$ cat config.mk
export PLATFORM = sky130hd
export DESIGN_NAME = exec_stage
export DESIGN_NICKNAME = d
export VERILOG_FILES = /design/src/logic/isa_pkg.sv /design/src/logic/alu32.sv /design/src/logic/instr_decoder.sv /design/src/logic/reg_file.sv /design/src/logic/exec_control.sv /design/src/logic/exec_stage.sv
export SDC_FILE = /design/constraint.sdc
export NUM_CORES = 2
export LEC_CHECK = 0
export BUFFER_PORTS_ARGS = -buffer_cell sky130_fd_sc_hd__clkbuf_2
export CORE_MARGIN = 2
export CORE_UTILIZATION = 50
export DETAILED_ROUTE_END_ITERATION = 7
export GPL_TIMING_DRIVEN = 1
export PLACE_DENSITY = 0.62
export RECOVER_POWER = 100
export SYNTH_ARGS = -nofsm -noshare
export SYNTH_HDL_FRONTEND = slang
export SYNTH_SLANG_ARGS = --single-unit
$ cat constraint.sdc
create_clock -name clk -period 20.5 [get_ports clk]
set_input_delay 3.075 -clock clk [delete_from_list [all_inputs] [get_ports clk]]
set_output_delay 3.075 -clock clk [all_outputs]
set_load 0.01 [all_outputs]
$ cat src/logic/isa_pkg.sv
// opcode values and field layout of the 32-bit instruction set; there is no NOP opcode
package isa_pkg;

  // meaningful widths
  typedef logic [31:0] word_t;
  typedef logic [5:0]  opcode_t;
  typedef logic [4:0]  sub_opcode_t;
  typedef logic [4:0]  reg_idx_t;
  typedef logic [1:0]  sv_t;

  localparam int NUM_REGS = 32;

  // major opcodes
  localparam opcode_t TYPE_BASIC = 6'b100000;
  localparam opcode_t TYPE_LS    = 6'b011100;
  localparam opcode_t ADDI       = 6'b101000;
  localparam opcode_t ORI        = 6'b101100;
  localparam opcode_t XORI       = 6'b101011;
  localparam opcode_t MOVI       = 6'b100010;
  localparam opcode_t BEQ        = 6'b100110;
  localparam opcode_t J          = 6'b100100;
  localparam opcode_t LWI        = 6'b000010;
  localparam opcode_t SWI        = 6'b001010;

  // basic group sub-opcodes
  localparam sub_opcode_t ADD   = 5'b00000;
  localparam sub_opcode_t SUB   = 5'b00001;
  localparam sub_opcode_t AND   = 5'b00010;
  localparam sub_opcode_t OR    = 5'b00100;
  localparam sub_opcode_t XOR   = 5'b00011;
  localparam sub_opcode_t SLLI  = 5'b01000;
  localparam sub_opcode_t SRLI  = 5'b01001;
  localparam sub_opcode_t ROTRI = 5'b01011;

  // load/store group sub-opcodes
  localparam sub_opcode_t LW = 5'b00010;
  localparam sub_opcode_t SW = 5'b01010;

  // instruction field positions with bit 31 unused
  localparam int OPCODE_MSB = 30;
  localparam int OPCODE_LSB = 25;
  localparam int RT_MSB     = 24;
  localparam int RT_LSB     = 20;
  localparam int RA_MSB     = 19;
  localparam int RA_LSB     = 15;
  // rb and the shift amount share this field
  localparam int RB_MSB     = 14;
  localparam int RB_LSB     = 10;
  localparam int SV_MSB     = 9;
  localparam int SV_LSB     = 8;
  localparam int SUB_MSB    = 4;
  localparam int SUB_LSB    = 0;

  // immediates start at bit 0
  localparam int IMM15_W = 15;
  localparam int IMM20_W = 20;

endpackage

$ cat src/logic/alu32.sv
// purely combinational; undefined ops give 0 with flags low, shifts use scr2[4:0] only
`timescale 1ns/1ns

module alu32 (
  input  isa_pkg::opcode_t     opcode,
  input  isa_pkg::sub_opcode_t sub_opcode,
  input  isa_pkg::sv_t         sv,
  input  isa_pkg::word_t       scr1,
  input  isa_pkg::word_t       scr2,
  output isa_pkg::word_t       alu_result,
  output logic                 alu_overflow,
  output logic                 zero
);

  isa_pkg::word_t add_sum;
  isa_pkg::word_t sub_diff;
  logic [4:0]     shamt;
  logic [63:0]    rot;
  logic           add_ovf;
  logic           sub_ovf;
  logic           is_arith;

  assign add_sum  = scr1 + scr2;
  assign sub_diff = scr1 - scr2;

  // signed overflow from the sign bits
  assign add_ovf = (scr1[31] == scr2[31]) && (add_sum[31] != scr1[31]);
  assign sub_ovf = (scr1[31] != scr2[31]) && (sub_diff[31] != scr1[31]);

  assign shamt = scr2[4:0];
  assign rot   = {scr1, scr1} >> shamt;

  // only these ops may flag overflow
  assign is_arith = (opcode == isa_pkg::ADDI) ||
                    ((opcode == isa_pkg::TYPE_BASIC) &&
                     ((sub_opcode == isa_pkg::ADD) || (sub_opcode == isa_pkg::SUB)));

  always_comb begin
    alu_result   = '0;
    alu_overflow = 1'b0;
    zero         = 1'b0;
    case (opcode)
      isa_pkg::TYPE_BASIC: begin
        case (sub_opcode)
          isa_pkg::ADD: begin
            alu_result   = add_sum;
            alu_overflow = add_ovf;
          end
          isa_pkg::SUB: begin
            alu_result   = sub_diff;
            alu_overflow = sub_ovf;
          end
          isa_pkg::AND:   alu_result = scr1 & scr2;
          isa_pkg::OR:    alu_result = scr1 | scr2;
          isa_pkg::XOR:   alu_result = scr1 ^ scr2;
          isa_pkg::SLLI:  alu_result = scr1 << shamt;
          isa_pkg::SRLI:  alu_result = scr1 >> shamt;
          // rotate right through the doubled word
          isa_pkg::ROTRI: alu_result = rot[31:0];
          default:        alu_result = '0;
        endcase
      end
      isa_pkg::ADDI: begin
        alu_result   = add_sum;
        alu_overflow = add_ovf;
      end
      isa_pkg::ORI:  alu_result = scr1 | scr2;
      isa_pkg::XORI: alu_result = scr1 ^ scr2;
      isa_pkg::MOVI: alu_result = scr2;
      isa_pkg::BEQ:  zero = (scr1 == scr2);
      isa_pkg::J:    zero = 1'b1;
      // word-scaled immediate address
      isa_pkg::LWI,
      isa_pkg::SWI:  alu_result = scr1 + (scr2 << 2);
      isa_pkg::TYPE_LS: begin
        case (sub_opcode)
          isa_pkg::LW,
          isa_pkg::SW: alu_result = scr1 + (scr2 << sv);
          default:     alu_result = '0;
        endcase
      end
      default: begin
        alu_result   = '0;
        alu_overflow = 1'b0;
        zero         = 1'b0;
      end
    endcase
  end

  // overflow outside the arithmetic ops
  always_comb begin
    a_ovf_only_arith: assert final (!alu_overflow || is_arith)
      else $error("overflow raised by an op other than ADD, SUB or ADDI");
  end

endmodule

$ cat src/logic/instr_decoder.sv
// combinational field split; for BEQ the rb read port is steered to rt
`timescale 1ns/1ns

module instr_decoder (
  input  isa_pkg::word_t       instr,
  input  isa_pkg::word_t       ra_data,
  input  isa_pkg::word_t       rb_data,
  output isa_pkg::reg_idx_t    ra_idx,
  output isa_pkg::reg_idx_t    rb_idx,
  output isa_pkg::reg_idx_t    rt_idx,
  output logic                 wb_en,
  output isa_pkg::opcode_t     opcode,
  output isa_pkg::sub_opcode_t sub_opcode,
  output isa_pkg::sv_t         sv,
  output isa_pkg::word_t       scr1,
  output isa_pkg::word_t       scr2
);

  isa_pkg::reg_idx_t             rb_field;
  logic [isa_pkg::IMM15_W-1:0]   imm15;
  logic [isa_pkg::IMM20_W-1:0]   imm20;
  isa_pkg::word_t                imm15_sext;
  isa_pkg::word_t                imm15_zext;
  isa_pkg::word_t                imm20_sext;
  isa_pkg::word_t                shamt_zext;

  // fixed fields
  assign opcode     = instr[isa_pkg::OPCODE_MSB:isa_pkg::OPCODE_LSB];
  assign rt_idx     = instr[isa_pkg::RT_MSB:isa_pkg::RT_LSB];
  assign ra_idx     = instr[isa_pkg::RA_MSB:isa_pkg::RA_LSB];
  assign rb_field   = instr[isa_pkg::RB_MSB:isa_pkg::RB_LSB];
  assign sv         = instr[isa_pkg::SV_MSB:isa_pkg::SV_LSB];
  assign sub_opcode = instr[isa_pkg::SUB_MSB:isa_pkg::SUB_LSB];
  assign imm15      = instr[isa_pkg::IMM15_W-1:0];
  assign imm20      = instr[isa_pkg::IMM20_W-1:0];

  // BEQ compares ra against rt
  assign rb_idx = (opcode == isa_pkg::BEQ) ? rt_idx : rb_field;

  // immediate extensions
  assign imm15_sext = {{($bits(isa_pkg::word_t) - isa_pkg::IMM15_W){imm15[isa_pkg::IMM15_W-1]}},
                       imm15};
  assign imm15_zext = {{($bits(isa_pkg::word_t) - isa_pkg::IMM15_W){1'b0}}, imm15};
  assign imm20_sext = {{($bits(isa_pkg::word_t) - isa_pkg::IMM20_W){imm20[isa_pkg::IMM20_W-1]}},
                       imm20};
  assign shamt_zext = {{($bits(isa_pkg::word_t) - $bits(isa_pkg::reg_idx_t)){1'b0}}, rb_field};

  assign scr1 = ra_data;

  always_comb begin
    scr2  = rb_data;
    wb_en = 1'b0;
    case (opcode)
      isa_pkg::TYPE_BASIC: begin
        case (sub_opcode)
          isa_pkg::ADD,
          isa_pkg::SUB,
          isa_pkg::AND,
          isa_pkg::OR,
          isa_pkg::XOR: wb_en = 1'b1;
          isa_pkg::SLLI,
          isa_pkg::SRLI,
          isa_pkg::ROTRI: begin
            scr2  = shamt_zext;
            wb_en = 1'b1;
          end
          // undefined sub-opcode writes nothing
          default: wb_en = 1'b0;
        endcase
      end
      isa_pkg::ADDI: begin
        scr2  = imm15_sext;
        wb_en = 1'b1;
      end
      isa_pkg::ORI,
      isa_pkg::XORI: begin
        scr2  = imm15_zext;
        wb_en = 1'b1;
      end
      isa_pkg::MOVI: begin
        scr2  = imm20_sext;
        wb_en = 1'b1;
      end
      // address only with nothing written back
      isa_pkg::LWI,
      isa_pkg::SWI: scr2 = imm15_sext;
      default: begin
        scr2  = rb_data;
        wb_en = 1'b0;
      end
    endcase
  end

endmodule

$ cat src/logic/reg_file.sv
// two async read ports, one write port; reset clears all entries over one clock
`timescale 1ns/1ns

module reg_file (
  input  logic              clk,
  input  logic              reset,
  input  isa_pkg::reg_idx_t ra_idx,
  input  isa_pkg::reg_idx_t rb_idx,
  output isa_pkg::word_t    ra_data,
  output isa_pkg::word_t    rb_data,
  input  logic              wr_en,
  input  isa_pkg::reg_idx_t wr_idx,
  input  isa_pkg::word_t    wr_data
);

  isa_pkg::word_t regs [isa_pkg::NUM_REGS];

  always_ff @(posedge clk) begin
    if (reset) begin
      for (int i = 0; i < isa_pkg::NUM_REGS; i++) begin
        regs[i] <= '0;
      end
    end else if (wr_en) begin
      regs[wr_idx] <= wr_data;
    end
  end

  // combinational reads see the old value during a write cycle
  assign ra_data = regs[ra_idx];
  assign rb_data = regs[rb_idx];

  // write index comes from the latched instruction in the control block
  a_wr_idx_known: assert property (
    @(posedge clk) disable iff (reset)
    wr_en |-> !$isunknown(wr_idx)
  ) else $error("register write with unknown index");

endmodule

$ cat src/logic/exec_control.sv
// four-phase req/ack; one instruction in flight, outputs hold until the next ack
`timescale 1ns/1ns

module exec_control (
  input  logic              clk,
  input  logic              reset,
  input  logic              req,
  input  isa_pkg::word_t    instr,
  output logic              ack,
  output isa_pkg::word_t    cur_instr,
  input  logic              wb_en,
  input  isa_pkg::reg_idx_t rt_idx,
  input  isa_pkg::word_t    alu_result,
  input  logic              alu_overflow,
  input  logic              zero,
  output logic              wr_en,
  output isa_pkg::reg_idx_t wr_idx,
  output isa_pkg::word_t    wr_data,
  output isa_pkg::word_t    result,
  output logic              overflow,
  output logic              taken
);

  typedef enum logic [1:0] {
    ST_IDLE,
    ST_EXEC,
    ST_ACK
  } state_t;

  state_t state;

  always_ff @(posedge clk) begin
    if (reset) begin
      state    <= ST_IDLE;
      ack      <= 1'b0;
      result   <= '0;
      overflow <= 1'b0;
      taken    <= 1'b0;
    end else begin
      case (state)
        ST_IDLE: begin
          if (req) begin
            state <= ST_EXEC;
          end
        end
        ST_EXEC: begin
          // capture the alu outputs as ack goes up
          result   <= alu_result;
          overflow <= alu_overflow;
          taken    <= zero;
          ack      <= 1'b1;
          state    <= ST_ACK;
        end
        ST_ACK: begin
          if (!req) begin
            ack   <= 1'b0;
            state <= ST_IDLE;
          end
        end
        default: state <= ST_IDLE;
      endcase
    end
  end

  // instruction latch loaded on acceptance
  always_ff @(posedge clk) begin
    if (state == ST_IDLE && req) begin
      cur_instr <= instr;
    end
  end

  // write strobe for the exec cycle only
  assign wr_en   = (state == ST_EXEC) && wb_en;
  assign wr_idx  = rt_idx;
  assign wr_data = alu_result;

  a_ack_needs_req: assert property (
    @(posedge clk) disable iff (reset)
    $rose(ack) |-> $past(req)
  ) else $error("ack raised without a pending req");

  a_wr_single: assert property (
    @(posedge clk) disable iff (reset)
    wr_en |=> !wr_en
  ) else $error("write strobe held for more than one cycle");

endmodule

$ cat src/logic/exec_stage.sv
// no hazard handling; loads and stores only report their address
`timescale 1ns/1ns

module exec_stage (
  input  logic           clk,
  input  logic           reset,
  input  logic           req,
  input  isa_pkg::word_t instr,
  output logic           ack,
  output isa_pkg::word_t result,
  output logic           overflow,
  output logic           taken
);

  isa_pkg::word_t       cur_instr;
  isa_pkg::reg_idx_t    ra_idx;
  isa_pkg::reg_idx_t    rb_idx;
  isa_pkg::reg_idx_t    rt_idx;
  isa_pkg::word_t       ra_data;
  isa_pkg::word_t       rb_data;
  logic                 wb_en;
  isa_pkg::opcode_t     opcode;
  isa_pkg::sub_opcode_t sub_opcode;
  isa_pkg::sv_t         sv;
  isa_pkg::word_t       scr1;
  isa_pkg::word_t       scr2;
  isa_pkg::word_t       alu_result;
  logic                 alu_overflow;
  logic                 zero;
  logic                 wr_en;
  isa_pkg::reg_idx_t    wr_idx;
  isa_pkg::word_t       wr_data;

  exec_control i_control (
    .clk          (clk),
    .reset        (reset),
    .req          (req),
    .instr        (instr),
    .ack          (ack),
    .cur_instr    (cur_instr),
    .wb_en        (wb_en),
    .rt_idx       (rt_idx),
    .alu_result   (alu_result),
    .alu_overflow (alu_overflow),
    .zero         (zero),
    .wr_en        (wr_en),
    .wr_idx       (wr_idx),
    .wr_data      (wr_data),
    .result       (result),
    .overflow     (overflow),
    .taken        (taken)
  );

  instr_decoder i_decoder (
    .instr      (cur_instr),
    .ra_data    (ra_data),
    .rb_data    (rb_data),
    .ra_idx     (ra_idx),
    .rb_idx     (rb_idx),
    .rt_idx     (rt_idx),
    .wb_en      (wb_en),
    .opcode     (opcode),
    .sub_opcode (sub_opcode),
    .sv         (sv),
    .scr1       (scr1),
    .scr2       (scr2)
  );

  reg_file i_reg_file (
    .clk     (clk),
    .reset   (reset),
    .ra_idx  (ra_idx),
    .rb_idx  (rb_idx),
    .ra_data (ra_data),
    .rb_data (rb_data),
    .wr_en   (wr_en),
    .wr_idx  (wr_idx),
    .wr_data (wr_data)
  );

  alu32 i_alu (
    .opcode       (opcode),
    .sub_opcode   (sub_opcode),
    .sv           (sv),
    .scr1         (scr1),
    .scr2         (scr2),
    .alu_result   (alu_result),
    .alu_overflow (alu_overflow),
    .zero         (zero)
  );

endmodule

==> flow_metrics.tcl <==
set metrics [dict create \
    cts.reportedPaths.clkPinSlew_ns 0.06 \
    nFillCells 12530 \
    synth_top_cells_by_count "nor2_1, nand2_1, edfxtp_1, clkbuf_1, mux4_2" \
    start_util 0.5032 \
    finalCritPeriodShare 0.7762 \
    finalCriticalPeriod_ns 15.91 \
    dieArea_mm2 0.1454 \
    drive_above_1_share 0.1297 \
    cts_made_buffers 120 \
    clock_sinks 1097 \
    overflow 0 \
    io_buffers 68 \
    cts_resized 0 \
    fin_area_mm2 0.07696 \
    worstPathCellList "clkbuf_1, clkbuf_1, mux4_2, mux4_2, mux2i_1, inv_1, ha_1, inv_1, nand4_1, nor3_1, nand2_1, o221ai_1, a21oi_1, o21ai_0, mux2_1, a2111oi_1, a31oi_1, a211oi_4, clkbuf_1, nor2_1" \
    grt_pass1_wl_mm 453.8 \
    areaGrowthSynthToFinish_pct 8.153 \
    path_class "flip-flop to flip-flop" \
    synth_flop_cell "edfxtp_1" \
    failed_checks "capacitance limit, slew limit" \
    routabilityCongestion 1.076 \
    cts-root-buf "clkbuf_16" \
    rsz0062_at_grt "false" \
    leakage_nw 26.69 \
    p_per_area_mw_per_mm2 94.32 \
    yosys.area.top_type "edfxtp_1" \
    ys_seq_area_frac 0.4570 \
    dr.first_iter.drc_count 9551 \
    fin_tns_setup_ns 0 \
    cts_tree "yes" \
    first_pass_iters 6 \
    avgSynthCellArea_um2 9.897 \
    final_antenna_net_count 0 \
    synth.most_common_cell "nor2_1" \
    worst_pin_slew_ns 3.959 \
    clock.fmax_mhz 62.84 \
    worstPathArrival_ns 16.29 \
    synth_top_area_frac 0.4452 \
    dpl_cell_area_mm2 0.07352 \
    synthArstFlopShare 0 \
    vias 63850 \
    ir_drop_uv 77.00 \
    htree_levels 3 \
    route.detailed.drc 0 \
    end_kind "flip-flop" \
    crit_path_max_fanout 33 \
    dieHeight_um 381.3 \
    ios 70 \
    synth_edf_count 1055 \
    hold_buffers 0 \
    synth-seq-cells 1097 \
    final_hold_viol_count 0 \
    max_slew_margin -1.651 \
    run_status "finished, violations left" \
    avgRoutedWirePerCell_um 36.11 \
    cap_violations 69 \
    ys_types 116 \
    wirelength_mm 324.3 \
    cts_post_setup_buffers_inserted 0 \
    hp-class "flip-flop to flip-flop" \
    mappedNetlistNets 7385 \
    clk_latency_ns 0.80 \
    cts_max_path_buffers 3 \
    cpMostUsedCell "clkbuf_1" \
    slew_viol_final 2070 \
    grt_usage 0.4388 \
    core-area_mm2 0.1414 \
    antenna_found_initial 31 \
    grt_max_degree 151 \
    fp-row-count 138 \
    max_stage_delay_ns 2.30 \
    cpMaxStageDelayCell "clkbuf_1" \
    synthesis.area_mm2 0.07116 \
    setup_viol 0 \
    dp.final_hpwl_mm 209.8 \
    synthTopCellsByArea "edfxtp_1, mux4_2, nor2_1" \
    fin_skew_ns 0.1038 \
    final_net_count 7168 \
    synthesis.instances 7190 \
    vias_per_cell 7.111 \
    grt_pass1_vias 60390 \
    die_w_um 381.3 \
    cp-start-kind "flip-flop" \
    ys_warn_count 0 \
    crit_required_ns 20.88 \
]
-- critical path: cells and delay by family, from the launching register on --
family	cells	cell delay (ns)
simple gates	4	1.25
buf+inv	5	6.76
mux	4	2.98
compound gates	6	1.88
fa+ha+maj	1	0.58
flops	1	1.89
-- layer usage --
metal,wire length (µm),GRT usage,vias to the layer above
met5,76,0,-
li1,-,-,26150
met4,27920,0.3135,10
met1,110900,0.5361,31310
met2,144700,0.6701,5091
met3,40670,0.1219,1294
-- layout make-up --
cell class	count	area (µm²)	area share
flip-flops and latches	1097	32530	0.4227
inverters	117	440.4	0.005722
well taps	1890	2365	0.03073
clock inverters	82	785.8	0.01021
multi-input cells	5321	35710	0.4639
repair buffers	316	1998	0.02596
clock buffers	136	3084	0.04007
diodes	21	52.55	0.0006828
-- placed cells by master, fill, tap and decap left out, types with 96 or more instances in the layout --
| cell | Yosys | layout |
|---|---|---|
| buf_4 | 19 | 181 |
| edfxtp_1 | 1055 | 1055 |
| and3_1 | 143 | 143 |
| clkbuf_16 | 0 | 121 |
| ha_1 | 156 | 156 |
| inv_1 | 111 | 110 |
| o21ai_0 | 209 | 209 |
| a311oi_1 | 121 | 121 |
| nor3_1 | 97 | 96 |
| mux2i_1 | 132 | 131 |
| nand2_1 | 1143 | 1111 |
| mux4_2 | 322 | 322 |
| a21oi_1 | 249 | 247 |
| nor2_1 | 1231 | 1225 |
| clkbuf_1 | 383 | 121 |
| nand3_1 | 261 | 259 |
-- flip-flops by register name, summed over array words and instances, names as in the netlist, named ones only --
| name | cells |
|---|---|
| i_control.result | 32 |
| i_control.overflow | 1 |
| i_control.cur_instr | 31 |
| i_control.ack | 1 |
| i_control.taken | 1 |
| i_control.state | 2 |
| i_reg_file.regs | 1024 |
-- cell families (layout without fill, tap and decap cells) --
family	after synthesis	in the layout	synth area share
multiplexers	481	481	0.1247
other	0	21	0
XOR/XNOR	81	81	0.009969
adder cells (fa/ha/maj)	160	160	0.02855
buffers and inverters	772	651	0.04603
AND/OR/NAND/NOR	3206	3206	0.1949
flip-flops	1097	1097	0.4570
AO/OA/AOI/OAI	1393	1393	0.1388
-- report_power, final --
part	internal [W]	switching (W)
sequential	0.00254	0.0000632
combinational	0.000763	0.00173
clock	0.00120	0.000956
-- worst paths after layout --
path | start | endpoint | slack, ns | cells past startpoint
worst max-delay path | flip-flop | i_reg_file.regs[16][29]$_SDFFCE_PN0P_ | 4.59 | 20
worst max register to register | flip-flop | i_reg_file.regs[16][29]$_SDFFCE_PN0P_ | 4.59 | 20
worst min register to register | i_control.overflow$_SDFFE_PP0P_ | i_control.overflow$_SDFFE_PP0P_ | 0.45 | 2
worst min-delay path | i_control.overflow$_SDFFE_PP0P_ | i_control.overflow$_SDFFE_PP0P_ | 0.45 | 2
-- per-stage QoR --
stage	util	hold WS, ns	total power (W)	setup WS, ns	cells
after floorplan	-	0.4746	0.004122	12.96	7190
after global placement	0.5199	0.4424	0.005022	9.142	8739
after detailed placement	0.5199	0.4444	0.005021	9.060	8739
after CTS	0.5473	0.4519	0.007152	9.052	8957
after global routing	0.5439	0.4762	0.007439	4.145	8961
final	0.5442	0.4503	0.007259	4.587	8980
(Power assumes the default switching activity.)
